<file path="config.mk">
export PLATFORM = sky130hd
export DESIGN_NAME = regfile
export DESIGN_NICKNAME = d
export VERILOG_FILES = /design/src/rtl/mips_pkg.sv /design/src/rtl/regfile.sv
export SDC_FILE = /design/constraint.sdc
export NUM_CORES = 2
export LEC_CHECK = 0
export ABC_AREA = 0
export BUFFER_PORTS_ARGS = -buffer_cell sky130_fd_sc_hd__buf_2
export CAP_MARGIN = 30
export CORE_MARGIN = 1
export CORE_UTILIZATION = 50
export DETAILED_ROUTE_END_ITERATION = 12
export PLACE_DENSITY_LB_ADDON = 0.3
export SETUP_SLACK_MARGIN = 0.4
export SLEW_MARGIN = 25
export SYNTH_ARGS = -nofsm -noshare
export SYNTH_HDL_FRONTEND = slang
export SYNTH_SLANG_ARGS = --single-unit
export TNS_END_PERCENT = 50
</file>
<file path="constraint.sdc">
create_clock -name clk -period 3.65 [get_ports clk]
set_input_delay 0.1825 -clock clk [delete_from_list [all_inputs] [get_ports clk]]
set_output_delay 0.1825 -clock clk [all_outputs]
set_load 0.1 [all_outputs]
</file>
<file path="src/rtl/mips_pkg.sv">
package mips_pkg;

	localparam int XLEN = 32;
	localparam int REG_ADDR_W = 5;

	localparam logic [5:0] OP_RTYPE = 6'h00;
	localparam logic [5:0] OP_J     = 6'h02;
	localparam logic [5:0] OP_BEQ   = 6'h04;
	localparam logic [5:0] OP_BNE   = 6'h05;
	localparam logic [5:0] OP_ADDI  = 6'h08;
	localparam logic [5:0] OP_SLTI  = 6'h0a;
	localparam logic [5:0] OP_ANDI  = 6'h0c;
	localparam logic [5:0] OP_ORI   = 6'h0d;
	localparam logic [5:0] OP_XORI  = 6'h0e;
	localparam logic [5:0] OP_LUI   = 6'h0f;
	localparam logic [5:0] OP_LW    = 6'h23;
	localparam logic [5:0] OP_SW    = 6'h2b;

	localparam logic [5:0] FN_ADD  = 6'h20;
	localparam logic [5:0] FN_ADDU = 6'h21;
	localparam logic [5:0] FN_SUB  = 6'h22;
	localparam logic [5:0] FN_SUBU = 6'h23;
	localparam logic [5:0] FN_AND  = 6'h24;
	localparam logic [5:0] FN_OR   = 6'h25;
	localparam logic [5:0] FN_XOR  = 6'h26;
	localparam logic [5:0] FN_NOR  = 6'h27;
	localparam logic [5:0] FN_SLT  = 6'h2a;

	// ALU_FUNCT hands the choice to the funct field of an R-type word.
	typedef enum logic [3:0] {
		ALU_FUNCT = 4'd0,
		ALU_ADD   = 4'd1,
		ALU_SUB   = 4'd2,
		ALU_AND   = 4'd3,
		ALU_OR    = 4'd4,
		ALU_XOR   = 4'd5,
		ALU_NOR   = 4'd6,
		ALU_SLT   = 4'd7,
		ALU_LUI   = 4'd8
	} alu_op_e;

	typedef struct packed {
		logic    regwrite;
		logic    memtoreg;
		logic    memread;
		logic    memwrite;
		logic    isbranch;
		logic    branch_ne; // branch when the operands differ.
		logic    regdst;    // rd is the destination, else rt.
		logic    alusrc;    // immediate feeds the b operand.
		logic    zero_ext;
		logic    isjump;
		alu_op_e alu_op;
	} ctrl_t;

	// one retired register write, seen the cycle after the instruction.
	typedef struct packed {
		logic                  valid;
		logic [REG_ADDR_W-1:0] rd;
		logic [XLEN-1:0]       data;
	} commit_t;

	typedef struct packed {
		logic            valid;
		logic [XLEN-1:0] addr; // byte address.
		logic [XLEN-1:0] data;
	} store_t;

endpackage
</file>
<file path="src/rtl/regfile.sv">
module regfile (
	input  logic                            clk,
	input  logic                            rst,
	input  logic [mips_pkg::REG_ADDR_W-1:0] raddr1,
	input  logic [mips_pkg::REG_ADDR_W-1:0] raddr2,
	output logic [mips_pkg::XLEN-1:0]       rdata1,
	output logic [mips_pkg::XLEN-1:0]       rdata2,
	input  logic                            we,
	input  logic [mips_pkg::REG_ADDR_W-1:0] waddr,
	input  logic [mips_pkg::XLEN-1:0]       wdata
);

	localparam int NREGS = 2 ** mips_pkg::REG_ADDR_W;

	logic [mips_pkg::XLEN-1:0] regs [NREGS];

	// the model starts from all-zero registers, so reset clears the file.
	always_ff @(posedge clk) begin
		if (rst) begin
			for (int i = 0; i < NREGS; i++) begin
				regs[i] <= '0;
			end
		end else if (we && waddr != '0) begin
			regs[waddr] <= wdata;
		end
	end

	assign rdata1 = regs[raddr1];
	assign rdata2 = regs[raddr2];

endmodule

</file>
==> reports/results.tsv <==
metric	value	unit
nets	4655	
First DRT Iteration DRCs	5100	
Cell Area, Synth	55900	um2
IO Pins	114	
WL per Instance	30.79	um
sequential fraction of the synthesis area	0.5501	
largest net degree at the start of global routing	73	
Peak Freq	342.6	MHz
Top Layer Used	met5	
GPL Wtd Cong	0.8929	
PostCTS Resize Cnt	0	
initial antenna violation count	14	
setup TNS	0	ps
status	complete, no violations	
register area	30750	um2
Most common cell on crit path	buf_4	
power per cell area	471.4	nW/um2
Routed Antenna Nets	0	
cts bufs inserted	109	
Sink Count	1024	
Crit-path slowest cell	nor2b_4	
biggest regs	regs x1024	
crit path capture type	output pin	
Row Count	122	
Fin. Hold Viols	0	
CP required	3470	ps
Seq pwr share	0.473	
vias per cell	6.434	
Setup violations, final	0	
Clock Power Share	0.380	
Distinct cells, synth	29	
Hold Path Class	primary input to flop	
Critical path buffers and inverters	4	
hold_sp	wdata[28]	
WHS Path Cells	2	
crit-path max FO	16	
die width	336.4	um
worst-margin pin slew	1083	ps
Logic pwr share	0.147	
Crit Path Category	primary input to output pin	
Routed met1 length	73370	um
detailed route wirelength on metal2	85270	um
CP top delay family	buffers and inverters	
TritonRoute pass-1 iters	6	
Leak	0.02457	uW
Most flops, register	regs	
met3 WL post-DR	21620	um
TritonCTS clock tree	yes	
max reg flops	1024	
syn_area_per_cell	12.14	um2
vias in the first global route	39040	
fillers	9090	
Initial Util	0.5044	
Cells after Synth	4605	
H-tree levels	3	
Max clock buf depth	3	
maximum VDD drop	0.3842	mV
Worst path max stage delay	730	ps
HPWL after DPL	108800	um
Via Count	39860	
Critical Path AT	2740	ps
multi-input logic area	23300	um2
Psw	8214	uW
number of remaining DRC errors	0	
Worst-path clk slew	60	ps
Final Max Tran Viols	0	
layout cells sized above 1	0.1160	
startpoint type of the worst setup path	primary input	
synthesis-to-layout area growth	11.91	%
cell internal pwr	21270	uW
Post-Route WL	190800	um
Port Buffer Count	113	
Ys Warns	0	
most frequent cells in the layout	mux2i_1, edfxtp_1, and2_1, nand2_1, nand3_1	
Root Buffer	clkbuf_16	
GR Overflow Total	0	
cells along the critical path	buf_2 -> nor2b_4 -> buf_4 -> buf_4 -> a22oi_1 -> a31oi_1 -> nand3_1 -> buf_12	
max-cap violation count	0	
first-pass GRT wire length	268600	um
post-synthesis register bit count	1024	
hold-critical path endpoint	regs[1][28]	
core area	110800	um2
sw frac	0.2785	
Die H	336.4	um
post-layout min period	2919	ps
die area	113100	um2
Final Cycle Share	0.7997	
Pwr Total	29490	uW
RSZ-0062 raised after global routing	no	
slew margin rel.	0.2780	
Overall Global Routing Usage	0.3330	
-- worst max-delay path by stage --
stage / startpoint / end / slack (ps) / depth (start not counted)
2_1_floorplan: raddr2[1] / rdata2[25] / 1460 / 8
3_3_place_gp: raddr1[0] / rdata1[10] / 840 / 8
3_5_place_dp: raddr1[0] / rdata1[10] / 810 / 8
4_1_cts: raddr1[0] / rdata1[10] / 810 / 8
5_1_grt: regs[2][15] / rdata1[15] / 690 / 6
6_report: raddr1[0] / rdata1[10] / 730 / 8
-- timing repair --
action	4_1_cts	5_1_grt
setup endpoints to repair	0	0
endpoints found under the hold margin	7	0
setup buffers	0	0
hold buffers	1	0
-- routing by layer --
metal | GRT usage | vias up
li1 | - | 16870
met1 | 0.4425 | 19840
met2 | 0.5102 | 2610
met3 | 0.07324 | 544
met4 | 0.1761 | 2
met5 | 0 | -
-- final cells by class --
cell class	count	share of cell area
Multi-Input combinational cell	3166	0.3724
Clock buffer	123	0.04479
Timing Repair Buffer	304	0.04889
Antenna cell	9	0.0003601
Tap cell	1488	0.02976
Sequential cell	1024	0.4916
Clock inverter	82	0.01218
-- power by group through the flow --
stage | Sequential, uW | Clock [uW] | Combinational [uW]
after CTS | 13900 | 11300 | 4260
after global routing | 14000 | 11700 | 4460
after detailed placement | 14200 | 0 | 4250
after global placement | 14100 | 0 | 4210
after floorplan | 14100 | 0 | 2820
final | 13900 | 11200 | 4330
-- synthesized netlist by cell type (all sizes together) --
library cell     n  share of area
a21oi          192          0.017
a22o           128          0.020
a22oi          192          0.026
a31oi           64         0.0072
and2           994           0.11
buf            212          0.023
clkbuf         234          0.016
conb             1       0.000067
edfxtp        1024           0.55
mux2i         1024           0.18
nand2          196          0.013
nand2b           5        0.00056
nand3          194          0.017
nand3b           4        0.00060
nor2            35         0.0036
nor2b            5        0.00056
nor3            64         0.0057
or2             33         0.0037
or3              2        0.00022
or3b             2        0.00040
-- per-stage QoR --
step | instances | setup slack (ps) | area (um2) | util | hold WS [ps]
global route | 6188 | 691.6 | 62530 | 0.5643 | 95.34
global placement | 5981 | 836.0 | 58960 | 0.5320 | 618.5
finish | 6196 | 731.2 | 62550 | 0.5644 | 72.39
detailed placement | 5981 | 814.3 | 58960 | 0.5320 | 627.3
floorplan | 4636 | 1458 | 56010 | - | 380.7
CTS | 6187 | 810.6 | 62530 | 0.5642 | 42.03
-- cell families (layout without fill, tap and decap cells) --
| group | after synthesis | in the layout | share of synthesized area |
|---|---|---|---|
| buf+inv | 446 | 509 | 0.03899 |
| compound gates | 576 | 576 | 0.07020 |
| other cells | 1 | 41 | 0.00006709 |
| mux | 1024 | 1024 | 0.1834 |
| simple gates | 1534 | 1534 | 0.1573 |
| flops | 1024 | 1024 | 0.5501 |
Note: power is estimated with default switching activity, not from simulation.
