`config.mk`:
```
export PLATFORM = sky130hd
export DESIGN_NAME = control
export DESIGN_NICKNAME = d
export VERILOG_FILES = /design/src/rtl/mips_pkg.sv /design/src/rtl/control.sv
export SDC_FILE = /design/constraint.sdc
export NUM_CORES = 1
export LEC_CHECK = 0
export ABC_AREA = 1
export BUFFER_PORTS_ARGS = -buffer_cell sky130_fd_sc_hd__buf_2
export CORE_AREA = 2 2 39 41
export DETAILED_ROUTE_END_ITERATION = 8
export DIE_AREA = 0 0 41 43
export GPL_ROUTABILITY_DRIVEN = 0
export PLACE_DENSITY = 0.47
export SLEW_MARGIN = 20
export SYNTH_ARGS = -nofsm -noshare
export SYNTH_HDL_FRONTEND = slang
export SYNTH_SLANG_ARGS = --single-unit
export TNS_END_PERCENT = 5
```
`constraint.sdc`:
```
create_clock -name vclk -period 0.8
set_input_delay 0.04 -clock vclk [all_inputs]
set_output_delay 0.04 -clock vclk [all_outputs]
set_load 0.02 [all_outputs]
```
`src/rtl/mips_pkg.sv`:
```
package mips_pkg;

	localparam int XLEN = 32;
	localparam int REG_ADDR_W = 5;

	localparam logic [5:0] OP_RTYPE = 6'h00;
	localparam logic [5:0] OP_J     = 6'h02;
	localparam logic [5:0] OP_BEQ   = 6'h04;
	localparam logic [5:0] OP_BNE   = 6'h05;
	localparam logic [5:0] OP_ADDI  = 6'h08;
	localparam logic [5:0] OP_SLTI  = 6'h0a;
	localparam logic [5:0] OP_ANDI  = 6'h0c;
	localparam logic [5:0] OP_ORI   = 6'h0d;
	localparam logic [5:0] OP_XORI  = 6'h0e;
	localparam logic [5:0] OP_LUI   = 6'h0f;
	localparam logic [5:0] OP_LW    = 6'h23;
	localparam logic [5:0] OP_SW    = 6'h2b;

	localparam logic [5:0] FN_ADD  = 6'h20;
	localparam logic [5:0] FN_ADDU = 6'h21;
	localparam logic [5:0] FN_SUB  = 6'h22;
	localparam logic [5:0] FN_SUBU = 6'h23;
	localparam logic [5:0] FN_AND  = 6'h24;
	localparam logic [5:0] FN_OR   = 6'h25;
	localparam logic [5:0] FN_XOR  = 6'h26;
	localparam logic [5:0] FN_NOR  = 6'h27;
	localparam logic [5:0] FN_SLT  = 6'h2a;

	// ALU_FUNCT hands the choice to the funct field of an R-type word.
	typedef enum logic [3:0] {
		ALU_FUNCT = 4'd0,
		ALU_ADD   = 4'd1,
		ALU_SUB   = 4'd2,
		ALU_AND   = 4'd3,
		ALU_OR    = 4'd4,
		ALU_XOR   = 4'd5,
		ALU_NOR   = 4'd6,
		ALU_SLT   = 4'd7,
		ALU_LUI   = 4'd8
	} alu_op_e;

	typedef struct packed {
		logic    regwrite;
		logic    memtoreg;
		logic    memread;
		logic    memwrite;
		logic    isbranch;
		logic    branch_ne; // branch when the operands differ.
		logic    regdst;    // rd is the destination, else rt.
		logic    alusrc;    // immediate feeds the b operand.
		logic    zero_ext;
		logic    isjump;
		alu_op_e alu_op;
	} ctrl_t;

	// one retired register write, seen the cycle after the instruction.
	typedef struct packed {
		logic                  valid;
		logic [REG_ADDR_W-1:0] rd;
		logic [XLEN-1:0]       data;
	} commit_t;

	typedef struct packed {
		logic            valid;
		logic [XLEN-1:0] addr; // byte address.
		logic [XLEN-1:0] data;
	} store_t;

endpackage
```
`src/rtl/control.sv`:
```
module control (
	input  logic [5:0]      opcode,
	output mips_pkg::ctrl_t ctrl
);

	always_comb begin
		ctrl = '0; // unknown opcodes retire as a no-op.
		case (opcode)
			mips_pkg::OP_RTYPE: begin
				ctrl.regwrite = 1'b1;
				ctrl.regdst   = 1'b1;
				ctrl.alu_op   = mips_pkg::ALU_FUNCT;
			end
			mips_pkg::OP_ADDI: begin
				ctrl.regwrite = 1'b1;
				ctrl.alusrc   = 1'b1;
				ctrl.alu_op   = mips_pkg::ALU_ADD;
			end
			mips_pkg::OP_SLTI: begin
				ctrl.regwrite = 1'b1;
				ctrl.alusrc   = 1'b1;
				ctrl.alu_op   = mips_pkg::ALU_SLT;
			end
			mips_pkg::OP_ANDI: begin
				ctrl.regwrite = 1'b1;
				ctrl.alusrc   = 1'b1;
				ctrl.zero_ext = 1'b1;
				ctrl.alu_op   = mips_pkg::ALU_AND;
			end
			mips_pkg::OP_ORI: begin
				ctrl.regwrite = 1'b1;
				ctrl.alusrc   = 1'b1;
				ctrl.zero_ext = 1'b1;
				ctrl.alu_op   = mips_pkg::ALU_OR;
			end
			mips_pkg::OP_XORI: begin
				ctrl.regwrite = 1'b1;
				ctrl.alusrc   = 1'b1;
				ctrl.zero_ext = 1'b1;
				ctrl.alu_op   = mips_pkg::ALU_XOR;
			end
			mips_pkg::OP_LUI: begin
				ctrl.regwrite = 1'b1;
				ctrl.alusrc   = 1'b1;
				ctrl.alu_op   = mips_pkg::ALU_LUI;
			end
			mips_pkg::OP_LW: begin
				ctrl.regwrite = 1'b1;
				ctrl.memtoreg = 1'b1;
				ctrl.memread  = 1'b1;
				ctrl.alusrc   = 1'b1;
				ctrl.alu_op   = mips_pkg::ALU_ADD;
			end
			mips_pkg::OP_SW: begin
				ctrl.memwrite = 1'b1;
				ctrl.alusrc   = 1'b1;
				ctrl.alu_op   = mips_pkg::ALU_ADD;
			end
			mips_pkg::OP_BEQ, mips_pkg::OP_BNE: begin
				ctrl.isbranch  = 1'b1;
				ctrl.branch_ne = (opcode == mips_pkg::OP_BNE);
				ctrl.alu_op    = mips_pkg::ALU_SUB;
			end
			mips_pkg::OP_J: begin
				ctrl.isjump = 1'b1;
			end
			default: begin
			end
		endcase
	end

endmodule

```
==> metrics.md, run 1 <==
| Metric | Value |
|---|---|
| Vias/cell | `4.13` |
| Sequential element share of the synthesized area | `0` |
| Largest stage delay on the critical path | `0.19 ns` |
| Min-delay worst type | `input pin to output port` |
| Vias in the first global route | `320` |
| Synth Cell Area | `254 µm²` |
| Storage element area | `0 µm²` |
| DRC viols | `0` |
| Worst setup path start | `opcode[5]` |
| Synth area leaders | `nor2_1 13%, nand3_1 12%, nand2_1 12%, inv_1 10%, nor2_2 9.9%` |
| Worst Setup Start Kind | `input pin` |
| Post-synthesis instance total | `50` |
| Mean post-synth cell area | `5.08 µm²` |
| Die Height | `43 µm` |
| Commonest cells after routing, fill and taps aside | `17 x buf_4, 8 x nand2_1, 7 x nor2_1, 7 x buf_2, 6 x inv_1` |
| Final WS setup | `-0.0347 ns` |
| Worst path cell trace | `buf_8 -> nor2_4 -> nand4_1 -> nor2_1 -> buf_4` |
| DIE AREA | `1760 µm²` |
| Post-synth top area share | `0.133` |
| Max cap viols | `0` |
| RSZ-0062 raised after global routing | `true` |
| Yosys top cell by area | `nor2_1` |
| 1st-iter DRT viols | `1` |
| Fillers | `159` |
| Flip-flop and latch count | `0` |
| Starting Density | `0.184` |
| Rows | `14` |
| Failing checks | `setup timing` |
| Largest net degree at the start of global routing | `8` |
| Period utilization | `1.04` |
| Final setup fails | `5` |
| Power density over cell area | `413 nW/µm²` |
| Placed Cells | `92` |
| Routed Antenna Nets | `0` |
| Measured slew at the worst slew-check pin | `0.193 ns` |
| IO Pins | `20` |
| Leakage Power | `0.296 nW` |
| Final worst path period need | `0.835 ns` |
| DR WL/cell | `9.98 µm` |
| Critical path endpoint category | `output port` |
| Critical path arrival | `0.79 ns` |
| Worst path slowest cell | `nor2_4` |
| GRT overflow | `0` |
| Share of layout cells above drive strength 1 | `0.632` |
| CP max FO | `7` |
| Maximum operating frequency | `1.20 GHz` |
| Via count | `380` |
| Layout area overhead | `99.0%` |
| Headroom to the max-slew limit | `0.871` |
| Total routed wirelength | `918 µm` |
| # diodes | `0` |
| Worst setup path category | `input pin to output port` |
| Number of library cell types mapped by synthesis | `14` |
| Fin nets | `84` |
| Max-slew violations | `0` |
| DP HPWL | `720 µm` |
| Worst Setup EP | `ctrl[8]` |
| IO buf count | `20` |
| Final-report hold violation count | `0` |
| Post-route insts no fill | `92` |
| YS warnings | `0` |
| Postcts setup bufs | `0` |
| Max rail drop VDD | `0.115 mV` |
| Commonest non-fill, non-tap cell in the layout | `buf_4` |
| Die width | `41 µm` |
| Global-route wire length before repair | `1.28 mm` |
| Core area | `1380 µm²` |
| Post-Syn Nets | `56` |
| Final-layout clock buffer total | `0` |
| Pre-antenna DRT Iters | `2` |
| Worst EP required | `0.76 ns` |
| GRT Util Overall | `0.0979` |
| Status | `finished, violations left` |
| Initial antenna violation count | `0` |
| Hold Slack | `0.451 ns` |
## routing by layer
metal | up-vias | track usage | wire, µm
met4 | 0 | 0 | 0
li1 | 207 | - | -
met1 | 167 | 0.149 | 411
met5 | - | 0 | 0
met3 | 0 | 0 | 17
met2 | 6 | 0.159 | 490
## area by class of cell
class / count / area (µm²) / area share
inverters: 11 / 42.5 / 0.0842
repair buffers: 27 / 204 / 0.403
well taps: 16 / 20.0 / 0.0396
multi-input cells: 38 / 239 / 0.473
## cell usage after synthesis
cell	number
nor2_4	2
clkinv_2	1
buf_4	1
nand3_1	6
inv_2	3
nand2_2	3
o22ai_1	1
nand4_1	2
nor3_1	1
nand2_1	8
nor2_1	9
nand3_2	2
inv_1	7
nor2_2	4
## how the worst min path moves through the flow
stage | cells past startpoint | slack (ns) | startpoint | end
6_report | 3 | 0.45 | opcode[3] | ctrl[4]
5_1_grt | 3 | 0.46 | opcode[3] | ctrl[4]
4_1_cts | 3 | 0.43 | opcode[3] | ctrl[4]
3_5_place_dp | 3 | 0.43 | opcode[3] | ctrl[4]
3_3_place_gp | 3 | 0.43 | opcode[3] | ctrl[4]
2_1_floorplan | 1 | 0.16 | opcode[3] | ctrl[4]
## critical path: cells and delay by family
kind	cells	cell delay, ns
buffers and inverters	2	0.25
AND/OR/NAND/NOR	3	0.51
## power breakdown
group	total (mW)	internal [mW]	switching (mW)	leakage [nW]
Sequential	0	0	0	0
Clock	0	0	0	0
Combinational	0.209	0.0895	0.119	0.296
Total	0.209	0.0895	0.119	0.296
## metrics by stage
step           setup TNS, ns  utilization  total power [mW]  cell area (µm²)  setup WS (ns)
2_1_floorplan              0            -            0.0878              254        0.00525
3_3_place_gp          -0.588        0.303             0.172              419        -0.0838
3_5_place_dp          -0.539        0.303             0.171              419        -0.0692
4_1_cts               -0.219        0.329             0.189              455        -0.0480
5_1_grt               -0.811        0.365             0.226              505         -0.133
6_report              -0.131        0.365             0.209              505        -0.0347
## timing repair
| action | 4_1_cts | 5_1_grt |
|---|---|---|
| hold buffers | 0 | 0 |
| pin swaps | 3 | 3 |
| resized for setup | 14 | 13 |
| gates cloned | 0 | 0 |
| setup endpoints to repair | 11 | 11 |
## logic make-up after synthesis
family	share of synthesized area
buffers and inverters	0.197
AO/OA/AOI/OAI	0.0246
AND/OR/NAND/NOR	0.778
(Power assumes the default switching activity.)
==> run 2, diff against run 1 <==
--- a/config.mk
+++ b/config.mk
@@ -12,6 +12,7 @@
 export DIE_AREA = 0 0 41 43
 export GPL_ROUTABILITY_DRIVEN = 0
 export PLACE_DENSITY = 0.47
+export SKIP_LAST_GASP = 1
 export SLEW_MARGIN = 20
 export SYNTH_ARGS = -nofsm -noshare
 export SYNTH_HDL_FRONTEND = slang
==> metrics.md, run 2 (same netlist as run 1, synthesis figures left out) <==
| Metric | Value |
|---|---|
| Maximum operating frequency | `1.16 GHz (was 1.20 GHz)` |
| Max-slew violations | `0 (unchanged)` |
| CP max FO | `4 (was 7)` |
| Power density over cell area | `421 nW/µm² (was 413 nW/µm²)` |
| Worst setup path category | `input pin to output port (unchanged)` |
| Worst Setup Start Kind | `input pin (unchanged)` |
| Pre-antenna DRT Iters | `2 (unchanged)` |
| RSZ-0062 raised after global routing | `true (unchanged)` |
| Flip-flop and latch count | `0 (unchanged)` |
| Starting Density | `0.184 (unchanged)` |
| Final setup fails | `10 (was 5)` |
| Layout area overhead | `82.8% (was 99.0%)` |
| Vias in the first global route | `323 (was 320)` |
| Largest net degree at the start of global routing | `8 (unchanged)` |
| Initial antenna violation count | `0 (unchanged)` |
| Max rail drop VDD | `0.108 mV (was 0.115 mV)` |
| Routed Antenna Nets | `0 (unchanged)` |
| DP HPWL | `720 µm (unchanged)` |
| Setup slack at placement | `-0.0692 ns (unchanged)` |
| GRT Util Overall | `0.0979 (unchanged)` |
| # diodes | `0 (unchanged)` |
| DIE AREA | `1760 µm² (unchanged)` |
| Die width | `41 µm (unchanged)` |
| Total routed wirelength | `913 µm (was 918 µm)` |
| Commonest cells after routing, fill and taps aside | `14 x buf_2, 11 x buf_4, 8 x nand2_1 (was 17 x buf_4, 8 x nand2_1, 7 x nor2_1, 7 x buf_2, 6 x inv_1)` |
| Fin nets | `84 (unchanged)` |
| Critical path endpoint category | `output port (unchanged)` |
| Max cap viols | `0 (unchanged)` |
| IO buf count | `20 (unchanged)` |
| Critical path arrival | `0.82 ns (was 0.79 ns)` |
| Hold Buf Count CTS | `0 (unchanged)` |
| Post-route insts no fill | `92 (unchanged)` |
| Status | `finished, violations left (unchanged)` |
| DRC viols | `0 (unchanged)` |
| Failing checks | `setup timing (unchanged)` |
| Global-route wire length before repair | `1.28 mm (unchanged)` |
| Measured slew at the worst slew-check pin | `0.195 ns (was 0.193 ns)` |
| 1st-iter DRT viols | `4 (was 1)` |
| Final worst path period need | `0.859 ns (was 0.835 ns)` |
| Postcts setup bufs | `0 (unchanged)` |
| IO Pins | `20 (unchanged)` |
| Rows | `14 (unchanged)` |
| Storage element area | `0 µm² (unchanged)` |
| Total power | `195 µW (was 209 µW)` |
| Final-layout clock buffer total | `0 (unchanged)` |
| Period utilization | `1.07 (was 1.04)` |
| Final-report hold violation count | `0 (unchanged)` |
| Headroom to the max-slew limit | `0.870 (was 0.871)` |
| Core Util, Final | `0.335 (was 0.365)` |
| Final WS setup | `-0.0593 ns (was -0.0347 ns)` |
| Leakage Power | `0.294 nW (was 0.296 nW)` |
| Via count | `377 (was 380)` |
| DR WL/cell | `9.92 µm (was 9.98 µm)` |
| GRT overflow | `0 (unchanged)` |
| Die Height | `43 µm (unchanged)` |
| Worst EP required | `0.76 ns (about the same)` |
| Share of layout cells above drive strength 1 | `0.592 (was 0.632)` |
| Placed Cells | `92 (unchanged)` |
| Vias/cell | `4.10 (was 4.13)` |
| Core area | `1380 µm² (unchanged)` |
| Commonest non-fill, non-tap cell in the layout | `buf_2 (was buf_4)` |
| Min-delay worst type | `input pin to output port (unchanged)` |
## run 2: cell counts in the layout (fill, tap and decap cells not counted)
Identical to the previous run, type by type.
## run 2: metal layers
metal,global-route usage,vias up,wire length [µm]
li1,-,206,-
met1,0.149,165,405
met2,0.159,6,490
met3,0,0,17
met4,0,0,0
met5,0,-,0
## run 2: repair_timing
item	in CTS	in global routing
setup endpoints to repair	11	11
resized for setup	9	5
pin swaps	3	3
## run 2: report_power, final
part,switching (mW),internal [mW],leakage (nW)
Combinational,0.113,0.0828,0.294
Sequential,0,0,0
Clock,0,0,0
Total,0.113,0.0828,0.294
## run 2: critical path, stage by stage
cell	delay (ns)
buf_2	0.14
nor2_2	0.18
nand3_1	0.16
nand2_1	0.09
inv_1	0.04
nand2_1	0.05
buf_4	0.13
## run 2: final timing paths
path,startpoint,end,slack [ns],cells past startpoint
worst max-delay path,opcode[2],ctrl[6],-0.06,7
worst min-delay path,opcode[3],ctrl[4],0.45,3
## run 2: metrics by stage
step	setup TNS (ns)	cell area, µm²	hold WS, ns
detailed placement	-0.539	419	0.430
floorplan	0	254	0.163
global route	-1.20	464	0.467
global placement	-0.588	419	0.429
finish	-0.274	464	0.453
CTS	-0.265	445	0.432
## run 2: layout make-up
| class | count | area, µm² |
|---|---|---|
| fill | 165 | 920 |
| multi-input combinational | 38 | 219 |
| timing repair buffer | 27 | 183 |
| inverter | 11 | 42.5 |
| tap | 16 | 20.0 |
==> run 3, diff against run 2 <==
--- a/config.mk
+++ b/config.mk
@@ -5,13 +5,12 @@
 export SDC_FILE = /design/constraint.sdc
 export NUM_CORES = 1
 export LEC_CHECK = 0
-export ABC_AREA = 1
 export BUFFER_PORTS_ARGS = -buffer_cell sky130_fd_sc_hd__buf_2
 export CORE_AREA = 2 2 39 41
 export DETAILED_ROUTE_END_ITERATION = 8
 export DIE_AREA = 0 0 41 43
 export GPL_ROUTABILITY_DRIVEN = 0
-export PLACE_DENSITY = 0.47
+export PLACE_DENSITY = 0.45
 export SKIP_LAST_GASP = 1
 export SLEW_MARGIN = 20
 export SYNTH_ARGS = -nofsm -noshare
==> metrics.md, run 3 <==
| Metric | Value |
|---|---|
| Status | `finished, violations left (unchanged)` |
| Failing checks | `setup timing (unchanged)` |
| Power density over cell area | `437 nW/µm² (was 421 nW/µm²)` |
| DRC viols | `0 (unchanged)` |
| Maximum operating frequency | `0.985 GHz (was 1.16 GHz)` |
| Worst Setup Start Kind | `input pin (unchanged)` |
| DIE AREA | `1760 µm² (unchanged)` |
| Synth area leaders | `nor4b_1 11%, a21oi_1 8.7%, buf_2 6.6%, nor3_1 6.6%, nand2_1 6.6% (was nor2_1 13%, nand3_1 12%, nand2_1 12%, inv_1 10%, nor2_2 9.9%)` |
| Final-report hold violation count | `0 (unchanged)` |
| Final worst path period need | `1.02 ns (was 0.859 ns)` |
| Die Height | `43 µm (unchanged)` |
| CP max FO | `3 (was 4)` |
| Worst path cell trace | `buf_6 -> or4_4 -> a31oi_4 -> buf_6 (was buf_2 -> nor2_2 -> nand3_1 -> nand2_1 -> inv_1 -> nand2_1 -> buf_4)` |
| Share of layout cells above drive strength 1 | `0.788 (was 0.592)` |
| RSZ-0062 raised after global routing | `true (unchanged)` |
| Max cap viols | `0 (unchanged)` |
| Vias/cell | `4.57 (was 4.10)` |
| Crit-path most repeated cell | `buf_6 (was nand2_1)` |
| Post-Syn Nets | `43 (was 56)` |
| Commonest non-fill, non-tap cell in the layout | `buf_4 (was buf_2)` |
| Number of library cell types mapped by synthesis | `21 (was 14)` |
| Setup slack at placement | `-0.268 ns (was -0.0692 ns)` |
| Critical path arrival | `0.98 ns (was 0.82 ns)` |
| Fin nets | `74 (was 84)` |
| # diodes | `0 (unchanged)` |
| Critical path endpoint category | `output port (unchanged)` |
| Die width | `41 µm (unchanged)` |
| Final-layout clock buffer total | `0 (unchanged)` |
| IO buf count | `20 (unchanged)` |
| Worst EP required | `0.76 ns (about the same)` |
| Worst path top cell family by delay | `simple AND/OR/NAND/NOR gates (unchanged)` |
| IO Pins | `20 (unchanged)` |
| Worst path slowest cell | `or4_4 (was nor2_2)` |
| Post-synthesis compound-gate area fraction | `0.115 (was 0.0246)` |
| Storage element area | `0 µm² (unchanged)` |
| Max-slew violations | `0 (unchanged)` |
| Largest net degree at the start of global routing | `9 (was 8)` |
| Post-synthesis simple-gate area fraction | `0.678 (was 0.778)` |
| YS warnings | `0 (unchanged)` |
| Post-synthesis mux area share | `0.0437 (was 0)` |
| Initial antenna violation count | `0 (unchanged)` |
| Final setup fails | `14 (was 10)` |
| Commonest cells after routing, fill and taps aside | `16 x buf_4, 14 x buf_2, 5 x buf_6 (was 14 x buf_2, 11 x buf_4, 8 x nand2_1)` |
| DR WL/cell | `10.6 µm (was 9.92 µm)` |
| Placed Cells | `81 (was 92)` |
| Post-route insts no fill | `82 (was 92)` |
| 1st-iter DRT viols | `2 (was 4)` |
| Core area | `1380 µm² (unchanged)` |
| GRT overflow | `0 (unchanged)` |
| Flip-flop and latch count | `0 (unchanged)` |
| Synth Cell Area | `229 µm² (was 254 µm²)` |
| Post-Synth Adder-Cell Area | `0 (unchanged)` |
| Xor/xnor share of the synthesized area | `0 (unchanged)` |
| Mean post-synth cell area | `6.19 µm² (was 5.08 µm²)` |
| Layout area overhead | `157% (was 82.8%)` |
| Vias in the first global route | `299 (was 323)` |
| Min-delay worst type | `input pin to output port (unchanged)` |
| DP HPWL | `720 µm (unchanged)` |
| Leakage Power | `0.258 nW (was 0.294 nW)` |
| Measured slew at the worst slew-check pin | `0.244 ns (was 0.195 ns)` |
| Buf/Inv on CP | `2 (was 3)` |
| Pre-antenna DRT Iters | `2 (unchanged)` |
| Synth top cells by count | `4 x a21oi_1, 4 x nand2_1 (was 9 x nor2_1, 8 x nand2_1, 7 x inv_1, 6 x nand3_1, 4 x nor2_2)` |
| Post-synth top area share | `0.115 (was 0.133)` |
| Routed Antenna Nets | `0 (unchanged)` |
| Largest stage delay on the critical path | `0.54 ns (was 0.18 ns)` |
| Final WS setup | `-0.215 ns (was -0.0593 ns)` |
| GRT Util Overall | `0.0939 (was 0.0979)` |
| Via count | `375 (was 377)` |
| Rows | `14 (unchanged)` |
| Post-synthesis instance total | `37 (was 50)` |
| Sequential element share of the synthesized area | `0 (unchanged)` |
| Largest family of logic cells by synthesized area | `simple AND/OR/NAND/NOR gates (unchanged)` |
| Fillers | `141 (was 165)` |
| Max rail drop VDD | `0.239 mV (was 0.108 mV)` |
| Worst setup path category | `input pin to output port (unchanged)` |
| Period utilization | `1.27 (was 1.07)` |
| Starting Density | `0.165 (was 0.184)` |
| Yosys top cell by area | `nor4b_1 (was nor2_1)` |
| Headroom to the max-slew limit | `0.832 (was 0.870)` |
| Total routed wirelength | `866 µm (was 913 µm)` |
| Global-route wire length before repair | `1.24 mm (was 1.28 mm)` |
| Hold Slack | `0.473 ns (was 0.453 ns)` |
## run 3: cell count changes in the layout (fill, tap and decap cells not counted), moves of 3 or more
cell / before / now
inv_1: 7 / 0
nor2_1: 7 / 2
inv_2: 3 / 0
nand3_1: 5 / 1
nor3_2: 0 / 3
nand2_1: 8 / 3
nand3_2: 3 / 0
nor2_2: 6 / 0
buf_4: 11 / 16
buf_6: 0 / 5
## run 3: cell families (layout without fill, tap and decap cells)
group | count (synthesis) | after routing
multiplexers | 1 | 1
AO/OA/AOI/OAI | 5 | 5
AND/OR/NAND/NOR | 25 | 25
buffers and inverters | 6 | 35
## run 3: cell type report
type | instances | area, µm² | share of cell area
multi-input cells | 31 | 322 | 0.547
well taps | 16 | 20.0 | 0.0340
repair buffers | 35 | 246 | 0.419
## run 3: report_power, final
part,leakage [nW],switching (mW),total [mW],internal (mW)
Clock,0,0,0,0
Combinational,0.258,0.131,0.257,0.126
Sequential,0,0,0,0
Total,0.258,0.131,0.257,0.126
## run 3: timing repair
| action | 4_1_cts | 5_1_grt |
|---|---|---|
| hold buffers | 0 | 0 |
| endpoints found under the setup margin | 14 | 14 |
| pin swaps | 2 | 3 |
| buffers inserted | 0 | 1 |
| gates resized for setup | 4 | 7 |
## run 3: layer usage
layer / global-route usage / vias up / part of all wire
met5: 0 / - / 0
met4: 0 / 0 / 0
met3: 0 / 0 / 0.048
met2: 0.147 / 8 / 0.50
met1: 0.149 / 171 / 0.45
li1: - / 196 / -
## run 3: stage by stage
step	util	area, µm²	TNS, ns	power, mW
floorplan	-	372	-0.578	0.150
CTS	0.404	559	-2.02	0.245
finish	0.425	588	-1.77	0.257
global placement	0.391	541	-2.19	0.235
global route	0.425	588	-2.54	0.276
detailed placement	0.391	541	-2.21	0.234
## run 3: final timing paths
path  startpoint  endpoint  slack, ns  cells after the start
max    opcode[5]  ctrl[13]      -0.22                      4
min    opcode[5]  ctrl[13]       0.47                      4
